==> config.mk <==
export PLATFORM = sky130hd
export DESIGN_NAME = fdc_core
export DESIGN_NICKNAME = d
export VERILOG_FILES = /design/src/design/fdc_pkg.sv /design/src/design/fdc_timebase.sv /design/src/design/fdc_index_meter.sv /design/src/design/fdc_byte_fifo.sv /design/src/design/fdc_sram_writer.sv /design/src/design/fdc_addr_counter.sv /design/src/design/fdc_host_regs.sv /design/src/design/fdc_core.sv
export VERILOG_INCLUDE_DIRS = /design/src /design/src/design
export SDC_FILE = /design/constraint.sdc
export NUM_CORES = 1
export LEC_CHECK = 0
export ABC_AREA = 1
export BUFFER_PORTS_ARGS = -buffer_cell sky130_fd_sc_hd__buf_2
export CAP_MARGIN = 10
export CORE_MARGIN = 2
export CORE_UTILIZATION = 55
export DETAILED_ROUTE_END_ITERATION = 6
export PLACE_DENSITY = 0.71
export SETUP_SLACK_MARGIN = 0.1
export SYNTH_ARGS = -nofsm -noshare
export SYNTH_HDL_FRONTEND = slang
export SYNTH_SLANG_ARGS = --single-unit
==> constraint.sdc <==
create_clock -name CLK_MASTER -period 3.75 [get_ports CLK_MASTER]
set_input_delay 0.375 -clock CLK_MASTER [delete_from_list [all_inputs] [get_ports CLK_MASTER]]
set_output_delay 0.375 -clock CLK_MASTER [all_outputs]
set_load 0.005 [all_outputs]
==> src/design/fdc_params.svh <==
`ifndef FDC_PARAMS_SVH
`define FDC_PARAMS_SVH

////////////////////////////////////////////////////////////
// Register map, low address byte

// SRAM access window
`define FDC_ADDR_SRAM_LOW      8'h00
`define FDC_ADDR_SRAM_HIGH     8'h01
`define FDC_ADDR_SRAM_UPPER    8'h02   // Only 3 bits implemented
`define FDC_ADDR_SRAM_DATA     8'h03

// Identification bytes
`define FDC_ADDR_ID_TYPE_L     8'h04
`define FDC_ADDR_ID_TYPE_H     8'h05
`define FDC_ADDR_ID_VER_L      8'h06
`define FDC_ADDR_ID_VER_H      8'h07

`define FDC_ADDR_STATUS        8'h0E

// Bus test registers
`define FDC_ADDR_SCRATCH       8'h30
`define FDC_ADDR_SCRATCH_INV   8'h31
`define FDC_ADDR_FIXED_55      8'h32
`define FDC_ADDR_FIXED_AA      8'h33

// Index period, read high byte first
`define FDC_ADDR_INDEX_HIGH    8'h40
`define FDC_ADDR_INDEX_LOW     8'h41

////////////////////////////////////////////////////////////
// Identification and sizing

`define FDC_ID_TYPE            16'hDD55
`define FDC_ID_VERSION         16'h0025

`define FDC_TICK_CYCLES        1000    // 10 us at 100 MHz
`define FDC_FIFO_DEPTH         16

`endif

==> src/design/fdc_pkg.sv <==
package fdc_pkg;

	// One byte on the host or SRAM data bus
	typedef logic [7:0] byte_t;

	// Low address byte, the only one decoded
	typedef logic [7:0] reg_addr_t;

	// 512K x 8 SRAM address
	typedef logic [18:0] sram_addr_t;

	// Index period in 10 us ticks
	typedef logic [15:0] index_count_t;

	// Memory write controller states
	typedef enum logic [2:0] {
		MWC_IDLE,       // OE active, waiting for data
		MWC_OE_OFF,     // SRAM outputs off, FIFO pops
		MWC_WRITE,      // WE low for one cycle
		MWC_WRITE_END,  // WE back high
		MWC_INC_ADDR    // Bump address
	} mwc_state_t;

endpackage

==> src/design/fdc_timebase.sv <==
`include "fdc_params.svh"

module fdc_timebase #(
	parameter int TICK_CYCLES = `FDC_TICK_CYCLES
) (
	input  logic CLK_MASTER,
	input  logic rst_n,
	output logic tick_10us
);

	localparam int CNT_W = (TICK_CYCLES > 1) ? $clog2(TICK_CYCLES) : 1;
	localparam logic [CNT_W-1:0] LAST = CNT_W'(TICK_CYCLES - 1);

	logic [CNT_W-1:0] tick_cnt;  // Cycles into current tick period

	// Free-running divider, wraps at TICK_CYCLES
	always_ff @(posedge CLK_MASTER) begin
		if (!rst_n) begin
			tick_cnt <= '0;
		end else if (tick_cnt == LAST) begin
			tick_cnt <= '0;
		end else begin
			tick_cnt <= tick_cnt + 1'b1;
		end
	end

	// One-cycle enable on wrap
	assign tick_10us = (tick_cnt == LAST);

endmodule

==> src/design/fdc_index_meter.sv <==
module fdc_index_meter import fdc_pkg::*; (
	input  logic  CLK_MASTER,
	input  logic  rst_n,
	input  logic  index_in,       // Raw index pulse from drive
	input  logic  tick_10us,      // Timebase enable
	input  logic  index_hi_read,  // Host just read the high byte
	output byte_t period_high,
	output byte_t period_low,
	output logic  new_index
);

	logic [1:0]   index_sync;   // Two-flop synchroniser
	logic         index_rise;
	index_count_t period_cnt;   // Running tick count
	index_count_t period_lat;   // Last full measurement

	always_ff @(posedge CLK_MASTER) begin
		if (!rst_n)
			index_sync <= '0;
		else
			index_sync <= {index_sync[0], index_in};
	end

	assign index_rise = index_sync[0] & ~index_sync[1];  // Low to high

	////////////////////////////////////////////////////////////
	// Period counter

	always_ff @(posedge CLK_MASTER) begin
		if (!rst_n) begin
			period_cnt <= '0;
		end else if (index_rise) begin
			period_lat <= period_cnt;    // Save count, restart
			period_cnt <= '0;
		end else if (tick_10us) begin
			period_cnt <= period_cnt + 1'b1;
		end
	end

	// Freeze low byte on high read so the pair never tears
	always_ff @(posedge CLK_MASTER) begin
		if (index_hi_read)
			period_low <= period_lat[7:0];
	end

	assign period_high = period_lat[15:8];

	// New measurement flag, read clear wins over edge set
	always_ff @(posedge CLK_MASTER) begin
		if (!rst_n)
			new_index <= 1'b0;
		else if (index_hi_read)
			new_index <= 1'b0;
		else if (index_rise)
			new_index <= 1'b1;
	end

endmodule

==> src/design/fdc_byte_fifo.sv <==
`include "fdc_params.svh"

module fdc_byte_fifo import fdc_pkg::*; #(
	parameter int DEPTH = `FDC_FIFO_DEPTH
) (
	input  logic  CLK_MASTER,
	input  logic  rst_n,
	input  logic  push,
	input  byte_t push_data,
	input  logic  pop,
	output byte_t pop_data,    // Registered, loads on pop
	output logic  not_empty,
	output logic  overflow     // Sticky until reset
);

	localparam int PTR_W = (DEPTH > 1) ? $clog2(DEPTH) : 1;
	localparam int CNT_W = $clog2(DEPTH + 1);

	byte_t            mem [DEPTH];
	logic [PTR_W-1:0] wr_ptr;
	logic [PTR_W-1:0] rd_ptr;
	logic [CNT_W-1:0] count;       // Bytes held
	logic             full;
	logic             do_push;
	logic             do_pop;

	// Pointer step with wrap for any depth
	function automatic logic [PTR_W-1:0] ptr_next(input logic [PTR_W-1:0] p);
		return (p == PTR_W'(DEPTH - 1)) ? '0 : p + 1'b1;
	endfunction

	assign full      = (count == CNT_W'(DEPTH));
	assign not_empty = (count != '0);
	assign do_push   = push & ~full;       // Push into full is dropped
	assign do_pop    = pop & not_empty;

	// Storage and output register
	always_ff @(posedge CLK_MASTER) begin
		if (do_push)
			mem[wr_ptr] <= push_data;
		if (do_pop)
			pop_data <= mem[rd_ptr];
	end

	always_ff @(posedge CLK_MASTER) begin
		if (!rst_n) begin
			wr_ptr   <= '0;
			rd_ptr   <= '0;
			count    <= '0;
			overflow <= 1'b0;
		end else begin
			if (do_push)
				wr_ptr <= ptr_next(wr_ptr);
			if (do_pop)
				rd_ptr <= ptr_next(rd_ptr);
			case ({do_push, do_pop})
				2'b10:   count <= count + 1'b1;
				2'b01:   count <= count - 1'b1;
				default: count <= count;     // Both or neither
			endcase
			if (push && full)
				overflow <= 1'b1;
		end
	end

endmodule

==> src/design/fdc_sram_writer.sv <==
module fdc_sram_writer import fdc_pkg::*; (
	input  logic CLK_MASTER,
	input  logic rst_n,
	input  logic fifo_not_empty,
	output logic fifo_pop,
	output logic sram_we_n,
	output logic sram_oe_n,
	output logic mwc_inc      // Address bump after write
);

	mwc_state_t state;
	mwc_state_t state_nxt;

	////////////////////////////////////////////////////////////
	// Write sequencer

	always_ff @(posedge CLK_MASTER) begin
		if (!rst_n)
			state <= MWC_IDLE;
		else
			state <= state_nxt;
	end

	// Five cycles per byte, back to idle between bytes
	always_comb begin
		case (state)
			MWC_IDLE: begin
				if (fifo_not_empty)
					state_nxt = MWC_OE_OFF;
				else
					state_nxt = MWC_IDLE;
			end
			MWC_OE_OFF:    state_nxt = MWC_WRITE;      // FIFO output loads here
			MWC_WRITE:     state_nxt = MWC_WRITE_END;
			MWC_WRITE_END: state_nxt = MWC_INC_ADDR;
			MWC_INC_ADDR:  state_nxt = MWC_IDLE;
			default:       state_nxt = MWC_IDLE;       // Stray encodings recover
		endcase
	end

	// Moore outputs straight from state
	// OE only in idle so the SRAM never drives while we write
	assign sram_oe_n = (state != MWC_IDLE);
	assign sram_we_n = (state != MWC_WRITE);      // Single-cycle strobe
	assign fifo_pop  = (state == MWC_OE_OFF);
	assign mwc_inc   = (state == MWC_INC_ADDR);

endmodule

==> src/design/fdc_addr_counter.sv <==
module fdc_addr_counter import fdc_pkg::*; (
	input  logic       CLK_MASTER,
	input  logic       rst_n,
	input  logic       load_low,     // Bits 7..0
	input  logic       load_high,    // Bits 15..8
	input  logic       load_upper,   // Bits 18..16
	input  byte_t      load_data,
	input  logic       mwc_inc,      // From write controller
	input  logic       rd_done_inc,  // From host read
	output sram_addr_t sram_a
);

	logic addr_inc;

	assign addr_inc = mwc_inc | rd_done_inc;

	////////////////////////////////////////////////////////////
	// SRAM address register

	always_ff @(posedge CLK_MASTER) begin
		if (!rst_n) begin
			sram_a <= '0;
		end else if (load_low || load_high || load_upper) begin
			// Host loads take priority
			if (load_low)
				sram_a[7:0] <= load_data;
			if (load_high)
				sram_a[15:8] <= load_data;
			if (load_upper)
				sram_a[18:16] <= load_data[2:0];  // Top bits dropped
		end else if (addr_inc) begin
			sram_a <= sram_a + 1'b1;              // Wraps at 19 bits
		end
	end

endmodule

==> src/design/fdc_host_regs.sv <==
`include "fdc_params.svh"

module fdc_host_regs import fdc_pkg::*; (
	input  logic       CLK_MASTER,
	input  logic       rst_n,
	input  logic       mcu_alh,         // Address high load level
	input  logic       mcu_all,         // Address low load level
	input  logic       mcu_rd,
	input  logic       mcu_wr,
	input  byte_t      mcu_wdata,
	input  byte_t      sram_dq_in,
	input  sram_addr_t sram_a,
	input  logic       fifo_not_empty,
	input  logic       overflow,
	input  logic       new_index,
	input  byte_t      period_high,
	input  byte_t      period_low,
	output byte_t      mcu_rdata,
	output logic       fifo_push,
	output logic       load_low,
	output logic       load_high,
	output logic       load_upper,
	output logic       rd_done_inc,
	output logic       index_hi_read
);

	localparam logic [15:0] ID_TYPE = `FDC_ID_TYPE;
	localparam logic [15:0] ID_VER  = `FDC_ID_VERSION;

	byte_t     addr_high;    // Page byte, registers live in page 0
	reg_addr_t addr_low;
	logic      page_sel;
	logic      wr_q;
	logic      rd_q;
	logic      wr_pulse;
	logic      wr_sel;
	logic      at_data;
	byte_t     scratch;
	byte_t     sram_lat;     // SRAM byte held through a read
	byte_t     status;
	byte_t     rd_mux;

	////////////////////////////////////////////////////////////
	// Address latch and strobe edges

	always_ff @(posedge CLK_MASTER) begin
		if (!rst_n) begin
			addr_high <= '0;
			addr_low  <= '0;
		end else begin
			if (mcu_alh)
				addr_high <= mcu_wdata;  // Every clock while high
			if (mcu_all)
				addr_low <= mcu_wdata;
		end
	end

	assign page_sel = (addr_high == '0);
	assign at_data  = page_sel && (addr_low == `FDC_ADDR_SRAM_DATA);

	always_ff @(posedge CLK_MASTER) begin
		if (!rst_n) begin
			wr_q          <= 1'b0;
			rd_q          <= 1'b0;
			wr_pulse      <= 1'b0;
			rd_done_inc   <= 1'b0;
			index_hi_read <= 1'b0;
		end else begin
			wr_q          <= mcu_wr;
			rd_q          <= mcu_rd;
			wr_pulse      <= mcu_wr & ~wr_q;             // One cycle per write
			rd_done_inc   <= ~mcu_rd & rd_q & at_data;   // Falling RD on data reg
			index_hi_read <= mcu_rd & ~rd_q & page_sel
			                 & (addr_low == `FDC_ADDR_INDEX_HIGH);
		end
	end

	////////////////////////////////////////////////////////////
	// Register writes

	assign wr_sel     = wr_pulse & page_sel;
	assign fifo_push  = wr_sel & (addr_low == `FDC_ADDR_SRAM_DATA);
	assign load_low   = wr_sel & (addr_low == `FDC_ADDR_SRAM_LOW);
	assign load_high  = wr_sel & (addr_low == `FDC_ADDR_SRAM_HIGH);
	assign load_upper = wr_sel & (addr_low == `FDC_ADDR_SRAM_UPPER);

	always_ff @(posedge CLK_MASTER) begin
		if (wr_sel && addr_low == `FDC_ADDR_SCRATCH)
			scratch <= mcu_wdata;
		// Track SRAM until RD rises, then hold
		if (!mcu_rd && at_data)
			sram_lat <= sram_dq_in;
	end

	////////////////////////////////////////////////////////////
	// Readback

	assign status = {5'b0, new_index, overflow, fifo_not_empty};

	always_comb begin
		rd_mux = '0;     // Undefined addresses
		if (page_sel) begin
			case (addr_low)
				`FDC_ADDR_SRAM_LOW:    rd_mux = sram_a[7:0];
				`FDC_ADDR_SRAM_HIGH:   rd_mux = sram_a[15:8];
				`FDC_ADDR_SRAM_UPPER:  rd_mux = {5'b0, sram_a[18:16]};
				`FDC_ADDR_SRAM_DATA:   rd_mux = sram_lat;
				`FDC_ADDR_ID_TYPE_L:   rd_mux = ID_TYPE[7:0];
				`FDC_ADDR_ID_TYPE_H:   rd_mux = ID_TYPE[15:8];
				`FDC_ADDR_ID_VER_L:    rd_mux = ID_VER[7:0];
				`FDC_ADDR_ID_VER_H:    rd_mux = ID_VER[15:8];
				`FDC_ADDR_STATUS:      rd_mux = status;
				`FDC_ADDR_SCRATCH:     rd_mux = scratch;
				`FDC_ADDR_SCRATCH_INV: rd_mux = ~scratch;
				`FDC_ADDR_FIXED_55:    rd_mux = 8'h55;
				`FDC_ADDR_FIXED_AA:    rd_mux = 8'hAA;
				`FDC_ADDR_INDEX_HIGH:  rd_mux = period_high;  // Also freezes low byte
				`FDC_ADDR_INDEX_LOW:   rd_mux = period_low;
				default:               rd_mux = '0;
			endcase
		end
	end

	assign mcu_rdata = mcu_rd ? rd_mux : '0;   // Driven only during a read

endmodule

==> src/design/fdc_core.sv <==
`include "fdc_params.svh"

module fdc_core import fdc_pkg::*; #(
	parameter int TICK_CYCLES = `FDC_TICK_CYCLES
) (
	input  logic       CLK_MASTER,
	input  logic       rst_n,
	input  byte_t      mcu_wdata,
	input  logic       mcu_alh,
	input  logic       mcu_all,
	input  logic       mcu_rd,
	input  logic       mcu_wr,
	input  byte_t      sram_dq_in,
	input  logic       index_in,
	output byte_t      mcu_rdata,
	output sram_addr_t sram_a,
	output byte_t      sram_dq_out,
	output logic       sram_we_n,
	output logic       sram_oe_n
);

	logic  tick_10us;
	logic  index_hi_read;
	logic  new_index;
	byte_t period_high;
	byte_t period_low;
	logic  fifo_push;
	logic  fifo_pop;
	logic  fifo_not_empty;
	logic  overflow;
	logic  mwc_inc;
	logic  rd_done_inc;
	logic  load_low;
	logic  load_high;
	logic  load_upper;

	////////////////////////////////////////////////////////////
	// Index timing

	fdc_timebase #(.TICK_CYCLES(TICK_CYCLES)) u_timebase (
		.CLK_MASTER (CLK_MASTER),
		.rst_n      (rst_n),
		.tick_10us  (tick_10us)
	);

	fdc_index_meter u_index_meter (
		.CLK_MASTER    (CLK_MASTER),
		.rst_n         (rst_n),
		.index_in      (index_in),
		.tick_10us     (tick_10us),
		.index_hi_read (index_hi_read),
		.period_high   (period_high),
		.period_low    (period_low),
		.new_index     (new_index)
	);

	////////////////////////////////////////////////////////////
	// SRAM write path

	fdc_byte_fifo u_fifo (
		.CLK_MASTER (CLK_MASTER),
		.rst_n      (rst_n),
		.push       (fifo_push),
		.push_data  (mcu_wdata),
		.pop        (fifo_pop),
		.pop_data   (sram_dq_out),      // FIFO output drives SRAM data
		.not_empty  (fifo_not_empty),
		.overflow   (overflow)
	);

	fdc_sram_writer u_writer (
		.CLK_MASTER     (CLK_MASTER),
		.rst_n          (rst_n),
		.fifo_not_empty (fifo_not_empty),
		.fifo_pop       (fifo_pop),
		.sram_we_n      (sram_we_n),
		.sram_oe_n      (sram_oe_n),
		.mwc_inc        (mwc_inc)
	);

	fdc_addr_counter u_addr (
		.CLK_MASTER  (CLK_MASTER),
		.rst_n       (rst_n),
		.load_low    (load_low),
		.load_high   (load_high),
		.load_upper  (load_upper),
		.load_data   (mcu_wdata),
		.mwc_inc     (mwc_inc),
		.rd_done_inc (rd_done_inc),
		.sram_a      (sram_a)
	);

	////////////////////////////////////////////////////////////
	// Host bus

	fdc_host_regs u_host (
		.CLK_MASTER     (CLK_MASTER),
		.rst_n          (rst_n),
		.mcu_alh        (mcu_alh),
		.mcu_all        (mcu_all),
		.mcu_rd         (mcu_rd),
		.mcu_wr         (mcu_wr),
		.mcu_wdata      (mcu_wdata),
		.sram_dq_in     (sram_dq_in),
		.sram_a         (sram_a),
		.fifo_not_empty (fifo_not_empty),
		.overflow       (overflow),
		.new_index      (new_index),
		.period_high    (period_high),
		.period_low     (period_low),
		.mcu_rdata      (mcu_rdata),
		.fifo_push      (fifo_push),
		.load_low       (load_low),
		.load_high      (load_high),
		.load_upper     (load_upper),
		.rd_done_inc    (rd_done_inc),
		.index_hi_read  (index_hi_read)
	);

endmodule

==> results.yml <==
synth:
  synthCells: 1296
  synthDistinctLibCells: 40
  synth_top_area_share_pct: 44.5
  synth-edff-count: 176
  syn-cell-area_mm2: 0.0119
  synth-main-ff-cell: "edfxtp_1"
  synth.yosys.seq_area_share_pct: 59.0
  async_reset_ff_share_pct: 0
  yosys.area.top_type: "edfxtp_1"
  avgSynthCellArea_um2: 9.16
  yosysWarningCount: 0
  synth-seq-cells: 262
  synth.net_count: 1331
  ys_top_cells_by_area: "edfxtp_1 (45%), dfxtp_1 (15%), nand2_1 (8.2%), nor2_1 (8.1%), nand3_1 (4.0%)"
cts:
  clock_latency_ns: 0.54
  max-clock-path-buffers: 3
  cts.sinks: 262
  cts-buffers-inserted: 27
  clkSlewWorstSetupHoldPaths_ns: 0.06
  post_cts_resized: 0
  htreeDepth: 1
  root_buffer: "clkbuf_16"
  holdBufCountCts: 1
  cts_tree: "done"
  cts_setup_buffers: 0
floorplan:
  die-area_mm2: 0.0228
  fp.dieH_um: 151
  io_pins: 60
  initial_core_util_pct: 56.3
  die-width_um: 151
  row_count: 53
  coreArea_mm2: 0.0211
cells_and_area:
  n_antenna_cell: 0
  layout-drive-gt1-share_pct: 9.93
  layout.nets: 1383
  syn2layout_area_growth_pct: 11.3
  final_cells: 1644
routing:
  routed_wl_um: 28000
  first_pass_iters: 6
  wl_per_cell_um: 17.0
  dr_total_vias: 9168
  drc: 0
  viasPerCell: 5.58
  drtAntennaViolNets: 0
  drt_iter0_drc: 669
critical_path:
  cp-start-kind: "flop"
  cp_slowest_cell: "nor2_4"
  cp.buffers_inverters: 1
  cp.arrival_ns: 2.50
  path_cells: "nor2_2 -> nand2_2 -> nor2_4 -> nand2_1 -> nand3_1 -> nor2_1 -> nand3_1 -> nand2_1 -> nor2_1 -> buf_2"
  cp_max_fo: 21
  slowest_delay_ns: 0.45
  endpoint_kind: "primary output"
  critPathKind: "reg2out"
  worstPathRequired_ns: 3.38
  cp_top_family: "simple AND/OR/NAND/NOR gates"
  r2r_setup_slack_ns: 1.06
placed_design:
  place_inst: 1593
  port_buffers: 59
  pre_cts_slack_ns: 1.13
  place_congestion: 0.914
  place_hpwl_um: 18600
grt:
  grt_usage_pct: 24.8
  grt-ovfl-total: 0
  grt_max_degree: 68
  grt_pass1_wl_um: 44100
  grt_pass1_vias: 8509
  antenna_found_initial: 0
sta:
  setup_viol: 0
  clock_skew_ns: 0.0229
  maxSlewHeadroom_pct: 38.5
  worst_pin_slew_ns: 0.917
  finalCriticalPeriod_ns: 2.88
  max_freq_mhz: 347
  rsz0062_at_grt: "false"
  slew_violations: 0
  hold_violations: 0
  final.setup.tns_ns: 0
  setup_slack_ns: 0.871
  min_period_over_period_pct: 76.8
power:
  leakagePower_nw: 5.05
  powerDensity_mw_per_mm2: 446
  power_mw: 5.89
  peakVddDrop_mv: 0.328
job:
  drv_cap: 0
status:
  status: "complete, no violations"
min_path:
  hold_path.class: "in2reg"
-- worst register-to-register path, delay by kind of cell (launching register included) --
family,cells,cell delay [ns]
xor+xnor,1,0.19
compound gates,2,0.24
fa+ha+maj,2,0.53
simple gates,9,1.26
flops,1,0.34
-- cells by family (layout without fill, tap and decap cells) --
family / count (synthesis) / after routing / share of synthesized area (%)
compound gates: 175 / 175 / 8.35
xor+xnor: 24 / 24 / 1.77
fa+ha+maj: 12 / 12 / 1.26
buf+inv: 137 / 210 / 4.76
flops: 262 / 262 / 59.0
simple gates: 686 / 686 / 24.8
-- cell type report --
class / instances / area (µm²)
clock inverters: 14 / 125
flip-flops and latches: 262 / 7010
multi-input cells: 897 / 4300
repair buffers: 68 / 365
well taps: 275 / 344
inverters: 92 / 345
clock buffers: 36 / 729
fillers: 1816 / 7870
-- through the flow --
step	utilization, %	cell area [µm²]	hold slack, ns
5_1_grt	62.7	13200	0.00177
3_5_place_dp	58.6	12400	0.405
3_3_place_gp	58.6	12400	0.401
4_1_cts	62.7	13200	0.00167
6_report	62.7	13200	0.0156
2_1_floorplan	-	11900	0.368
-- sequential cells by signal, indices dropped and copies added, names as in the netlist, 10 cells and up --
signal,flops
u_addr.sram_a,19
u_fifo.mem,128
u_index_meter.period_lat,16
u_timebase.tick_cnt,10
u_index_meter.period_cnt,16
-- synth_stat cells (all sizes together) (2+ instances only) --
library cell  number
and2               3
a21oi             46
and3               2
or2                3
o32ai             16
dfxtp             86
nor3              16
xnor2              3
ha                12
buf               17
xor2              21
o211ai            16
nor2             264
nand2            265
clkbuf            28
nor4               3
nand4             20
nand3             96
edfxtp           176
nand3b            14
o21ai             93
inv               91
-- cells in the final DEF (no fill, tap or decap), types with 2 or more instances in the layout --
master,n
nand2_1,259
nor2_1,257
edfxtp_1,176
nand3_1,94
o21ai_0,93
inv_1,87
dfxtp_1,84
buf_2,59
a21oi_1,45
clkbuf_16,27
xor2_1,21
nand4_1,20
o32ai_1,16
o211ai_1,16
nor3_1,14
nand3b_1,14
ha_1,12
buf_4,8
clkbuf_1,7
clkinv_2,6
nor2_2,5
clkinv_1,5
inv_2,3
nand2_2,3
nand2_4,3
or2_2,3
xnor2_1,3
nor4_1,3
nor2_4,2
nor3_4,2
and2_4,2
and3_1,2
clkinvlp_4,2
bufinv_16,2
clkbuf_8,2
dfxtp_2,2
-- layer usage --
layer / vias up / part of all wire, % / GRT usage, %
met2: 347 / 48 / 42.3
met4: 0 / 2.2 / 7.20
li1: 4500 / - / -
met3: 50 / 6.8 / 3.73
met1: 4271 / 43 / 33.2
met5: - / 0 / 0
-- where the power goes --
group,switching (mW),internal [mW]
clock,1.09,1.50
sequential,0.0165,3.10
combinational,0.141,0.0433
total,1.25,4.64
-- final timing paths --
| kind | end | cells past startpoint | start |
|---|---|---|---|
| max reg2reg | u_fifo.count[4]$_SDFFE_PN0P_ | 14 | u_host.addr_low[2]$_SDFFE_PN0P_ |
| max | mcu_rdata[2] | 10 | u_host.addr_low[2]$_SDFFE_PN0P_ |
| min reg2reg | u_host.wr_pulse$_SDFF_PN0_ | 1 | u_host.wr_q$_SDFF_PN0_ |
| min | u_host.sram_lat[4]$_DFFE_PP_ | 1 | sram_dq_in[4] |
(Power assumes the default switching activity.)
